--- src/hw/axi_xbar_pkg.sv ---
/* Two masters, three slave ports; port 2 is the default port and gets every unmapped address.
   Addresses are forwarded unchanged, and the slave-side ID carries the master index on top. */
package axi_xbar_pkg;

	localparam int n_masters = 2;
	localparam int n_ports = 3;
	localparam int default_port = 2;

	typedef logic [31:0] addr_t;
	typedef logic [31:0] data_t;
	typedef logic [3:0] id_t;
	typedef logic [0:0] mid_t;
	typedef logic [1:0] pid_t;
	// Master index sits above the master's own ID
	typedef logic [$bits(mid_t)+$bits(id_t)-1:0] sid_t;
	typedef logic [7:0] len_t;
	typedef logic [1:0] resp_t;

	localparam resp_t resp_okay = 2'd0;
	localparam resp_t resp_decerr = 2'd3;

	// Selected-port value of an idle request port
	localparam pid_t port_none = 2'd3;

	// One entry per mapped port, limits inclusive
	localparam addr_t map_base [default_port] = '{32'h0000_0000, 32'h1000_0000};
	localparam addr_t map_limit [default_port] = '{32'h0FFF_FFFF, 32'h1FFF_FFFF};

	typedef struct packed {
		addr_t addr;
		id_t id;
		len_t len;
		logic [2:0] size;
		logic [1:0] burst;
	} m_ar_t;

	typedef struct packed {
		addr_t addr;
		sid_t id;
		len_t len;
		logic [2:0] size;
		logic [1:0] burst;
	} s_ar_t;

	typedef struct packed {
		data_t data;
		sid_t id;
		resp_t resp;
		logic last;
	} s_r_t;

	typedef struct packed {
		data_t data;
		id_t id;
		resp_t resp;
		logic last;
	} m_r_t;

endpackage
--- src/hw/axi_read_xbar.sv ---
/* Read-only AXI4 crossbar, two masters to three slave ports, one outstanding read per master.
   Write channels are not implemented; slave IDs are one bit wider than master IDs. */
`timescale 1ns/1ps

module axi_read_xbar (
	input logic clk,
	input logic rstn,
	input axi_xbar_pkg::m_ar_t m_ar_i [axi_xbar_pkg::n_masters],
	input logic [axi_xbar_pkg::n_masters-1:0] m_arvalid_i,
	output logic [axi_xbar_pkg::n_masters-1:0] m_arready_o,
	output axi_xbar_pkg::m_r_t m_r_o [axi_xbar_pkg::n_masters],
	output logic [axi_xbar_pkg::n_masters-1:0] m_rvalid_o,
	input logic [axi_xbar_pkg::n_masters-1:0] m_rready_i,
	output axi_xbar_pkg::s_ar_t s_ar_o [axi_xbar_pkg::n_ports],
	output logic [axi_xbar_pkg::n_ports-1:0] s_arvalid_o,
	input logic [axi_xbar_pkg::n_ports-1:0] s_arready_i,
	input axi_xbar_pkg::s_r_t s_r_i [axi_xbar_pkg::n_ports],
	input logic [axi_xbar_pkg::n_ports-1:0] s_rvalid_i,
	output logic [axi_xbar_pkg::n_ports-1:0] s_rready_o
);

	import axi_xbar_pkg::*;

	// Read address path
	pid_t req_port [n_masters];
	logic [n_masters-1:0] req_pending;
	s_ar_t req_ar [n_masters];
	logic [n_masters-1:0] ar_gnt [n_ports];

	// Read data path
	logic [n_ports-1:0] rsp_pending;
	mid_t rsp_dest [n_ports];
	logic [n_ports-1:0] rsp_rvalid;
	s_r_t rsp_r [n_ports];
	logic [n_ports-1:0] r_gnt [n_masters];

	for (genvar m = 0; m < n_masters; m++) begin : g_master
		ar_request_port #(
			.master_index(mid_t'(m))
		) u_req (
			.clk(clk),
			.rstn(rstn),
			.ar_i(m_ar_i[m]),
			.arvalid_i(m_arvalid_i[m]),
			.arready_o(m_arready_o[m]),
			.gnt_i(ar_gnt[req_port[m]][m]),
			.slave_ready_i(s_arready_i[req_port[m]]),
			.port_o(req_port[m]),
			.pending_o(req_pending[m]),
			.ar_o(req_ar[m])
		);

		r_master_mux #(
			.master_index(mid_t'(m))
		) u_rmux (
			.clk(clk),
			.rstn(rstn),
			.pending_i(rsp_pending),
			.dest_i(rsp_dest),
			.rvalid_i(rsp_rvalid),
			.r_i(rsp_r),
			.gnt_o(r_gnt[m]),
			.rvalid_o(m_rvalid_o[m]),
			.r_o(m_r_o[m])
		);
	end

	for (genvar p = 0; p < n_ports; p++) begin : g_port
		ar_slave_mux #(
			.port_index(pid_t'(p))
		) u_armux (
			.clk(clk),
			.rstn(rstn),
			.pending_i(req_pending),
			.port_i(req_port),
			.ar_i(req_ar),
			.gnt_o(ar_gnt[p]),
			.arvalid_o(s_arvalid_o[p]),
			.ar_o(s_ar_o[p])
		);

		r_response_port u_rsp (
			.clk(clk),
			.rstn(rstn),
			.rvalid_i(s_rvalid_i[p]),
			.r_i(s_r_i[p]),
			.rready_o(s_rready_o[p]),
			.gnt_i(r_gnt[rsp_dest[p]][p]),
			.master_rready_i(m_rready_i[rsp_dest[p]]),
			.pending_o(rsp_pending[p]),
			.dest_o(rsp_dest[p]),
			.rvalid_o(rsp_rvalid[p]),
			.r_o(rsp_r[p])
		);
	end

endmodule

--- src/hw/r_master_mux.sv ---
/* Picks one response port for this master and forwards its beats.
   The master index bit is dropped from the ID on the way out. */
`timescale 1ns/1ps

module r_master_mux #(
	parameter axi_xbar_pkg::mid_t master_index = '0
) (
	input logic clk,
	input logic rstn,
	input logic [axi_xbar_pkg::n_ports-1:0] pending_i,
	input axi_xbar_pkg::mid_t dest_i [axi_xbar_pkg::n_ports],
	input logic [axi_xbar_pkg::n_ports-1:0] rvalid_i,
	input axi_xbar_pkg::s_r_t r_i [axi_xbar_pkg::n_ports],
	output logic [axi_xbar_pkg::n_ports-1:0] gnt_o,
	output logic rvalid_o,
	output axi_xbar_pkg::m_r_t r_o
);

	import axi_xbar_pkg::*;

	logic [n_ports-1:0] req;
	logic gnt;
	pid_t gnt_id;
	s_r_t sel;

	always_comb begin
		for (int p = 0; p < n_ports; p++) begin
			req[p] = pending_i[p] && (dest_i[p] == master_index);
		end
	end

	rr_arbiter #(
		.n_req(n_ports)
	) u_arb (
		.clk(clk),
		.rstn(rstn),
		.req_i(req),
		.gnt_o(gnt),
		.gnt_id_o(gnt_id)
	);

	always_comb begin
		gnt_o = '0;
		if (gnt) begin
			gnt_o[gnt_id] = 1'b1;
		end
	end

	assign sel = gnt ? r_i[gnt_id] : '0;
	assign rvalid_o = gnt && rvalid_i[gnt_id];

	// Strip the master index from the ID
	assign r_o.data = sel.data;
	assign r_o.id = sel.id[$bits(id_t)-1:0];
	assign r_o.resp = sel.resp;
	assign r_o.last = sel.last;

endmodule

--- src/hw/r_response_port.sv ---
/* The first beat of a burst is registered while the destination master is arbitrated.
   Later beats pass straight through until the beat with last. */
`timescale 1ns/1ps

module r_response_port (
	input logic clk,
	input logic rstn,
	input logic rvalid_i,
	input axi_xbar_pkg::s_r_t r_i,
	output logic rready_o,
	input logic gnt_i,
	input logic master_rready_i,
	output logic pending_o,
	output axi_xbar_pkg::mid_t dest_o,
	output logic rvalid_o,
	output axi_xbar_pkg::s_r_t r_o
);

	import axi_xbar_pkg::*;

	typedef enum logic [1:0] {
		rsp_idle,
		rsp_wait_gnt,
		rsp_fwd_reg,
		rsp_pass
	} rsp_state_t;

	rsp_state_t state;
	s_r_t beat_q;
	mid_t dest_q;

	always_ff @(posedge clk) begin
		if (!rstn) begin
			state <= rsp_idle;
			dest_q <= '0;
		end else begin
			case (state)
				rsp_idle: begin
					if (rvalid_i) begin
						// Master index rides in the top ID bits
						dest_q <= r_i.id[$bits(sid_t)-1 -: $bits(mid_t)];
						state <= rsp_wait_gnt;
					end
				end
				rsp_wait_gnt: begin
					if (gnt_i) begin
						state <= rsp_fwd_reg;
					end
				end
				rsp_fwd_reg: begin
					if (master_rready_i) begin
						state <= beat_q.last ? rsp_idle : rsp_pass;
					end
				end
				rsp_pass: begin
					if (rvalid_i && master_rready_i && r_i.last) begin
						state <= rsp_idle;
					end
				end
				default: state <= rsp_idle;
			endcase
		end
	end

	// First beat of the burst
	always_ff @(posedge clk) begin
		if (state == rsp_idle && rvalid_i) begin
			beat_q <= r_i;
		end
	end

	always_comb begin
		case (state)
			rsp_idle: rready_o = 1'b1;
			rsp_pass: rready_o = master_rready_i;
			default: rready_o = 1'b0;
		endcase
	end

	assign rvalid_o = (state == rsp_fwd_reg) || (state == rsp_pass && rvalid_i);
	assign r_o = (state == rsp_pass) ? r_i : beat_q;
	assign pending_o = (state != rsp_idle);
	assign dest_o = dest_q;

	// Nothing reaches the master between the last beat and the next first beat
	a_no_beat_after_last: assert property (@(posedge clk) disable iff (!rstn)
		state == rsp_pass && rvalid_i && master_rready_i && r_i.last |=> !rvalid_o);

	// Later beats of a burst carry the same master index as the first
	a_pass_dest: assert property (@(posedge clk) disable iff (!rstn)
		state == rsp_pass && rvalid_i |-> r_i.id[$bits(sid_t)-1 -: $bits(mid_t)] == dest_q);

endmodule

--- src/hw/ar_slave_mux.sv ---
/* Arbitrates the masters that target this port and drives the winner's request.
   Outputs are zero whenever no pending master holds the grant. */
`timescale 1ns/1ps

module ar_slave_mux #(
	parameter axi_xbar_pkg::pid_t port_index = '0
) (
	input logic clk,
	input logic rstn,
	input logic [axi_xbar_pkg::n_masters-1:0] pending_i,
	input axi_xbar_pkg::pid_t port_i [axi_xbar_pkg::n_masters],
	input axi_xbar_pkg::s_ar_t ar_i [axi_xbar_pkg::n_masters],
	output logic [axi_xbar_pkg::n_masters-1:0] gnt_o,
	output logic arvalid_o,
	output axi_xbar_pkg::s_ar_t ar_o
);

	import axi_xbar_pkg::*;

	logic [n_masters-1:0] req;
	logic gnt;
	mid_t gnt_id;

	// Masters waiting on this port
	always_comb begin
		for (int m = 0; m < n_masters; m++) begin
			req[m] = pending_i[m] && (port_i[m] == port_index);
		end
	end

	rr_arbiter #(
		.n_req(n_masters)
	) u_arb (
		.clk(clk),
		.rstn(rstn),
		.req_i(req),
		.gnt_o(gnt),
		.gnt_id_o(gnt_id)
	);

	always_comb begin
		gnt_o = '0;
		if (gnt) begin
			gnt_o[gnt_id] = 1'b1;
		end
	end

	// Grant outlives the request by a cycle, so pending masks that tail
	assign arvalid_o = gnt && pending_i[gnt_id];
	assign ar_o = arvalid_o ? ar_i[gnt_id] : '0;

endmodule

--- src/hw/ar_request_port.sv ---
/* One read request per master in flight; arready stays low until the slave takes the request.
   Decode adds one cycle, so the slave sees arvalid at least 3 cycles after the master handshake. */
`timescale 1ns/1ps

module ar_request_port #(
	parameter axi_xbar_pkg::mid_t master_index = '0
) (
	input logic clk,
	input logic rstn,
	input axi_xbar_pkg::m_ar_t ar_i,
	input logic arvalid_i,
	output logic arready_o,
	input logic gnt_i,
	input logic slave_ready_i,
	output axi_xbar_pkg::pid_t port_o,
	output logic pending_o,
	output axi_xbar_pkg::s_ar_t ar_o
);

	import axi_xbar_pkg::*;

	typedef enum logic [1:0] {
		req_idle,
		req_decode,
		req_wait
	} req_state_t;

	req_state_t state;
	s_ar_t ar_q;
	pid_t port_q;

	// Mapped ranges first, everything else lands on the default port
	function automatic pid_t decode_port(addr_t addr);
		pid_t port;
		port = pid_t'(default_port);
		for (int i = 0; i < default_port; i++) begin
			if (addr >= map_base[i] && addr <= map_limit[i]) begin
				port = pid_t'(i);
			end
		end
		return port;
	endfunction

	always_ff @(posedge clk) begin
		if (!rstn) begin
			state <= req_idle;
			port_q <= port_none;
		end else begin
			case (state)
				req_idle: begin
					if (arvalid_i) begin
						state <= req_decode;
					end
				end
				req_decode: begin
					port_q <= decode_port(ar_q.addr);
					state <= req_wait;
				end
				req_wait: begin
					// Granted and accepted by the target port
					if (gnt_i && slave_ready_i) begin
						port_q <= port_none;
						state <= req_idle;
					end
				end
				default: state <= req_idle;
			endcase
		end
	end

	// Request payload with the master index prepended to the ID
	always_ff @(posedge clk) begin
		if (state == req_idle && arvalid_i) begin
			ar_q.addr <= ar_i.addr;
			ar_q.id <= {master_index, ar_i.id};
			ar_q.len <= ar_i.len;
			ar_q.size <= ar_i.size;
			ar_q.burst <= ar_i.burst;
		end
	end

	assign arready_o = (state == req_idle);
	assign pending_o = (state == req_wait);
	assign port_o = port_q;
	assign ar_o = ar_q;

endmodule

--- src/hw/rr_arbiter.sv ---
/* Grant is registered one cycle after a request and held until the granted request drops.
   A released grant costs one idle cycle before the next one is issued. */
`timescale 1ns/1ps

module rr_arbiter #(
	parameter int n_req = 2
) (
	input logic clk,
	input logic rstn,
	input logic [n_req-1:0] req_i,
	output logic gnt_o,
	output logic [$clog2(n_req)-1:0] gnt_id_o
);

	typedef enum logic {
		arb_idle,
		arb_held
	} arb_state_t;

	arb_state_t state;
	logic [n_req-1:0] last_gnt;
	logic [n_req-1:0] above_last;
	logic [n_req-1:0] search;
	logic [n_req-1:0] pick;
	logic [$clog2(n_req)-1:0] pick_id;

	// Requesters above the previous winner go first, then wrap to the lowest one
	always_comb begin
		above_last = '0;
		for (int i = 1; i < n_req; i++) begin
			above_last[i] = above_last[i-1] | last_gnt[i-1];
		end
		search = (|(req_i & above_last)) ? (req_i & above_last) : req_i;
		pick = '0;
		pick_id = '0;
		// Walk downwards so the lowest set bit is the one left standing
		for (int i = n_req - 1; i >= 0; i--) begin
			if (search[i]) begin
				pick = '0;
				pick[i] = 1'b1;
				pick_id = i[$clog2(n_req)-1:0];
			end
		end
	end

	always_ff @(posedge clk) begin
		if (!rstn) begin
			state <= arb_idle;
			last_gnt <= '0;
			gnt_id_o <= '0;
		end else begin
			case (state)
				arb_idle: begin
					if (|pick) begin
						state <= arb_held;
						last_gnt <= pick;
						gnt_id_o <= pick_id;
					end
				end
				arb_held: begin
					if (!req_i[gnt_id_o]) begin
						state <= arb_idle;
					end
				end
				default: state <= arb_idle;
			endcase
		end
	end

	assign gnt_o = (state == arb_held);

	a_gnt_onehot: assert property (@(posedge clk) disable iff (!rstn)
		state == arb_held |-> $onehot(last_gnt) && last_gnt[gnt_id_o]);

endmodule

--- config.mk ---
export PLATFORM = sky130hd
export DESIGN_NAME = axi_read_xbar
export DESIGN_NICKNAME = d
export VERILOG_FILES = /design/src/hw/axi_xbar_pkg.sv /design/src/hw/axi_read_xbar.sv /design/src/hw/r_master_mux.sv /design/src/hw/r_response_port.sv /design/src/hw/ar_slave_mux.sv /design/src/hw/ar_request_port.sv /design/src/hw/rr_arbiter.sv
export SDC_FILE = /design/constraint.sdc
export NUM_CORES = 1
export LEC_CHECK = 0
export BUFFER_PORTS_ARGS = -buffer_cell sky130_fd_sc_hd__buf_2
export CAP_MARGIN = 20
export CORE_AREA = 2 2 183 185
export CTS_CLUSTER_DIAMETER = 150
export DETAILED_ROUTE_END_ITERATION = 12
export DIE_AREA = 0 0 185 187
export GPL_ROUTABILITY_DRIVEN = 0
export PLACE_DENSITY = 0.73
export SLEW_MARGIN = 20
export SYNTH_ARGS = -nofsm -noshare
export SYNTH_HDL_FRONTEND = slang
export SYNTH_SLANG_ARGS = --single-unit
--- constraint.sdc ---
create_clock -name clk -period 2.03 [get_ports clk]
set_input_delay 0.203 -clock clk [delete_from_list [all_inputs] [get_ports clk]]
set_output_delay 0.203 -clock clk [all_outputs]
set_load 0.005 [all_outputs]
## After elaboration in Yosys (flattened, before gate mapping)

Cells that the tools add are included.

| storage, ports and cells | value |
|---|---|
| register bits after elaboration | 254 |
| input port bits | 230 |
| output and inout bits | 238 |
| word-level logic and storage cells | 382 |

| cells by class | value |
|---|---|
| $lt $le $gt $ge | 33 |
| equality and inequality tests | 33 |
| multiplexer cells | 162 |
| bitwise gates (word level) | 25 |
| reduce and logical (&&, ||, !) cells | 82 |

Operators with widths:

| operator | count |
|---|---|
| $mux W50 | 12 |
| $mux W40 | 9 |
| $bmux W40 S2 | 2 |
| $mux W2 | 48 |
| $ge A32 B1 Y1 const B | 2 |
| $ge A32 B29 Y1 const B | 2 |
| $le A32 B28 Y1 const B | 2 |
| $le A32 B29 Y1 const B | 2 |
| $mux W1 | 50 |
| $logic_and A1 B1 Y1 | 42 |
| $mux W3 | 13 |
| $pmux W2 S4 | 3 |
| $reduce_and A2 Y1 | 12 |
| $eq A2 B2 Y1 const B | 10 |
| $ne A2 B1 Y1 const B | 9 |
| $pmux W1 S2 | 8 |
| $eq A2 B1 Y1 const B | 7 |
| $logic_not A2 Y1 | 7 |
| $ne A2 B2 Y1 const B | 7 |
| $bmux W1 S2 | 6 |
| $ge A2 B2 Y1 const B | 6 |
| $ge A3 B3 Y1 const B | 4 |
| $lt A1 B2 Y1 const B | 6 |
| $lt A2 B3 Y1 const B | 4 |
| other kinds (18) | 62 |

## Logic depth before layout (Yosys ltp)

| depth | value |
|---|---|
| word-level depth | 11 |
| mapped depth | 8 |
| depth with buffers taken out | 6 |

## Cells and area by module

From an unflattened synthesis, not the netlist that was laid out.

| unflattened totals | value |
|---|---|
| cells, all modules | 1514 |
| area, all modules | 16711.0 sq um |

Modules (own cells, without submodules):

| module | times used | cells each | area each (sq um) | seq. area each (sq um) |
|---|---|---|---|---|
| r_response_port | 3 | 114 | 1929.4 | 1261.2 |
| ar_request_port | 2 | 71 | 1655.3 | 1551.5 |
| r_master_mux | 2 | 189 | 1437.6 | 0.0 |
| ar_slave_mux (g_port[1].u_armux) | 1 | 179 | 1295.0 | 0.0 |
| ar_slave_mux (g_port[0].u_armux) | 1 | 179 | 1292.5 | 0.0 |
| ar_slave_mux (g_port[2].u_armux) | 1 | 179 | 1212.4 | 0.0 |
| rr_arbiter (g_master[0].u_rmux.u_arb ...) | 2 | 25 | 203.9 | 80.1 |
| rr_arbiter (g_port[0].u_armux.u_arb ...) | 3 | 16 | 125.1 | 60.1 |
| axi_read_xbar | 1 | 17 | 153.9 | 0.0 |

## Least setup slack after synthesis

Ideal clock, no wire load.

| timing path | value |
|---|---|
| path type | register to register |
| from | register g_master[0].u_req.state[1] |
| to | register g_master[0].u_req.ar_q (netlist bit g_master[0].u_req.ar_o[0]), enable pin |
| library setup time | 412 ps |
| arrival time | 1690 ps |
| data required time | 1618 ps |
| path slack | -72 ps |
| cell stages (with the launch flop) | 3 |
| buffers on the path | 0 |
| cells stage by stage | dfxtp_1 -> nor2_1 -> and2_1 |

| on the way | value |
|---|---|
| cells in the longest elaborated chain, start to end | 2 |

RTL lines:

| item | RTL line | text |
|---|---|---|
| start: declaration | ar_request_port.sv:28 | `req_state_t state;` |
| start signal: assignment | ar_request_port.sv:46 | `state <= req_idle;` |
| start signal: assignment | ar_request_port.sv:52 | `state <= req_decode;` |
| start signal: assignment | ar_request_port.sv:57 | `state <= req_wait;` |
| $logic_not A2 Y1 | - |  |
| net g_master[0].u_req.arready_o | ar_request_port.sv:12 | `output logic arready_o,` |
| $logic_and A1 B1 Y1 | ar_request_port.sv:73 | `if (state == req_idle && arvalid_i) begin` |
| end: declaration | ar_request_port.sv:29 | `s_ar_t ar_q;` |

The timed path passes the listed nets, and every way through them passes these cells.
A chain may end at the register's enable or synchronous reset.

==> metrics.log <==
[metrics] fraction of the core area covered by cells at the end of the flow: 0.7276
[metrics] clock transition at the registers of the reported paths: roughly 0.060 ns
[metrics] combined area of all synthesized cells: between 10000 and 15000 µm²
[metrics] leakage power summed over all cells: a little over 9 nW
[metrics] pin count of the biggest net entering global routing: 53
[metrics] Max clock buf depth: 3
[metrics] capturing element type of the critical path: output port
[metrics] maximum vdd drop: around 0.8 mV
[metrics] pre-CTS setup slack: 0.1138 ns
[metrics] power density over cell area: 858.2 nW/µm²
[metrics] synthesis warning total: 0
[metrics] count of buffers inserted at the top-level ports: between 400 and 500
[metrics] Worst Setup Slack, final: -0.8131 ns
[metrics] run status: complete, but fails checks
[metrics] Die Wd: ~190 µm
[metrics] die height: roughly 190 µm
[metrics] layout cells sized above 1: 0.4640
[metrics] number of synthesized register bits: 249
[metrics] final worst path period share: 1.401
[metrics] final setup vio count: about 230
[metrics] data required time of the worst path: around 1.8 ns
[metrics] post-synthesis to final-layout area growth: 68.03%
[metrics] fin crit period: approximately 2.8 ns
[metrics] count of nets left with antenna violations after detail routing: 0
[metrics] Startpoint Class: flip-flop
[metrics] TritonCTS clock tree: yes
[metrics] iteration-0 DRC count of the detailed router: about 1500
[metrics] Async S/R FF share, synth: 0
[metrics] maximum fanout encountered on the critical timing path: 14
[metrics] site row count: 67
[metrics] R2R Setup Slk: 0 ns
[metrics] first-pass GRT wire length: 90700 µm
[metrics] Synth Net Count: ~1600
[metrics] worst path arrival time: around 2.6 ns
[metrics] Sinks on Clock Net: ~250
[metrics] Worst-Skew Late Latency: ~0.57 ns
[metrics] WHS: 0.06240 ns
[metrics] Post-Synthesis Cells: ~1300
[metrics] total die area: between 30000 and 40000 µm²
[metrics] total power consumption of the routed design: between 20 and 25 mW
[metrics] initial antenna violation count: 12
[metrics] DRT Pass-1 Iters: 7
[metrics] routed via count: around 16000
[metrics] depth of the CTS H-tree: 1
[metrics] average cell area after synthesis: approximately 11 µm²
[metrics] max-slew violations: 0
[metrics] HPWL after detailed placement: around 33000 µm
[metrics] DRC: 0
[metrics] WL/cell: ~29 µm
[metrics] unrepaired setup endpoints after global routing: true
[metrics] cell at the root of the clock tree: clkbuf_16
[metrics] number of synthesized flops with an enable pin: between 200 and 250
[metrics] maxcap violations: 0
[metrics] # nets final: 2280
[metrics] Crit Path Category: flip-flop to output port
[metrics] failing checks: negative setup slack
[metrics] num ports: ~470
[metrics] path category of the worst min-delay check: input port to flip-flop
[metrics] Max-Slew Margin vs Limit: 0.2325
[metrics] highest attainable clock frequency: 351.7 MHz
[metrics] Layout Skew: approximately 0.011 ns
[metrics] share of the yosys chip area belonging to registers: 0.5015
[metrics] most frequently used flop master after synthesis: edfxtp_1
[metrics] via density per instance: ~6.2
[metrics] Num CTS Buffers: 29
[metrics] WL final: between 70000 and 80000 µm
[metrics] number of failing hold endpoints at the final stage: 0
[metrics] via count of the first global-routing pass: approximately 15000
[metrics] total grt overflow: 0
[metrics] Initial Util: 0.4330
[metrics] core outline area: between 30000 and 40000 µm²
[metrics] overall global routing resource usage: 0.3429
[metrics] Slew @ Worst Pin: between 1 and 1.5 ns
[metrics] count of unique library cells instantiated by Yosys: 51
Yosys cell counts, types with 2 or more instances:
master	n	area, µm²
nand3_1	4	20.02
inv_1	17	63.81
a41o_1	3	30.03
o21a_1	81	608.1
nor2b_1	6	37.54
dfxtp_1	34	680.7
o221ai_2	3	45.04
or4_1	3	22.52
o2111ai_1	2	17.52
nand4b_1	2	17.52
mux2_2	40	450.4
buf_4	13	97.59
nand3b_1	2	15.01
buf_2	40	200.2
mux2i_1	233	2332
ha_1	12	150.1
o221ai_1	2	17.52
a31oi_1	2	12.51
a21bo_2	3	30.03
clkbuf_1	46	172.7
buf_1	20	75.07
nand2_1	11	41.29
and3_1	3	18.77
nand2b_1	4	25.02
nor3b_1	3	22.52
o211a_1	3	30.03
edfxtp_1	215	6456
o21ai_0	19	95.09
nor4_1	2	12.51
and2_1	5	31.28
nand4_1	2	12.51
mux2_4	2	30.03
a211oi_1	85	638.1
nor4b_1	2	17.52
nor3_1	9	45.04
nor2_1	353	1325
o211ai_1	3	22.52
o311a_1	5	50.05
nand4bb_1	4	45.04
a21oi_1	25	125.1
cell families after synthesis:
kind of cell               synth area share
AOI/OAI and AO/OA                    0.1235
adders and majority gates           0.01055
buffers and inverters               0.04335
DFF                                  0.5015
muxes                                0.1977
and+or+nand+nor                      0.1234
per-layer routing:
layer	share of wire	GRT usage
met4	0.079	0.1920
met1	0.33	0.3999
met5	0.0034	0.01286
met3	0.14	0.1120
met2	0.44	0.5534
state kept, by name (all words and copies together) (netlist names):
register                        flops
g_master.u_req.state                4
g_master.u_rmux.u_arb.gnt_o         2
g_port.u_armux.u_arb.last_gnt       3
g_master.u_req.ar_o                98
g_port.u_rsp.dest_o                 3
g_port.u_rsp.state                  6
g_port.u_armux.u_arb.gnt_o          3
g_port.u_rsp.beat_q               117
g_master.u_rmux.u_arb.gnt_id_o      4
g_master.u_req.port_o               4
g_master.u_rmux.u_arb.last_gnt      2
g_port.u_armux.u_arb.gnt_id_o       3
layout by cell type (no fill, tap or decap), types with 30 or more instances in the layout:
cell type,netlist,layout
buf_2,40,406
dlygate4sd3_1,0,220
edfxtp_1,215,215
mux2i_1,233,192
nor2_1,353,163
nor2_4,0,150
o21a_1,81,81
a211oi_1,85,71
buf_6,0,70
mux2_4,2,41
nor2_2,0,40
clkbuf_16,0,36
mux2i_2,0,32
buf_4,13,30
final timing paths:
check                                           start                             endpoint  depth (start not counted)
setup reg to reg             g_port[1].u_rsp.state[1]             g_port[1].u_rsp.state[0]                          7
setup / recovery     g_port[0].u_armux.u_arb.gnt_id_o                          s_ar_o[112]                          5
hold / removal                                   rstn          g_master[1].u_req.port_o[1]                          2
hold reg to reg   g_port[0].u_armux.u_arb.last_gnt[0]  g_port[0].u_armux.u_arb.last_gnt[0]                          1
worst max-delay path: stages, from the launching register on:
cell	delay, ns
dfxtp_4	0.37
buf_6	0.18
buf_16	0.21
mux2i_1	0.94
nor2_4	0.16
buf_2	0.19
what timing repair did:
item	CTS	global route
hold endpoints to repair	220	0
buffers inserted	18	15
pin swaps	170	92
endpoints found under the setup margin	231	232
hold buffers	220	0
gates resized for setup	282	344
cloned	29	8
metrics by stage:
step / std cells / cell area (µm²) / TNS, ns
2_1_floorplan: 1334 / 14240 / 0
3_5_place_dp: 2174 / 17180 / 0
5_1_grt: 2517 / 23910 / -61.81
4_1_cts: 2492 / 22360 / -41.54
6_report: 2519 / 23910 / -50.28
3_3_place_gp: 2174 / 17180 / 0
final cells by class:
class	count	area, µm²
clock inverters	20	254.0
diodes	13	32.53
inverters	19	81.33
repair buffers	791	6766
clock buffers	31	764.5
multi-input cells	948	8270
flip-flops and latches	249	7181
well taps	448	560.5
fillers	1960	8951
power breakdown:
| part | switching [mW] | total [mW] | internal (mW) |
|---|---|---|---|
| combinational | 4.33 | 7.55 | 3.22 |
| clock | 2.37 | 5.83 | 3.46 |
| sequential | 0.578 | 7.14 | 6.57 |
| total | 7.27 | 20.5 | 13.2 |
Note: power is estimated with default switching activity, not from simulation.
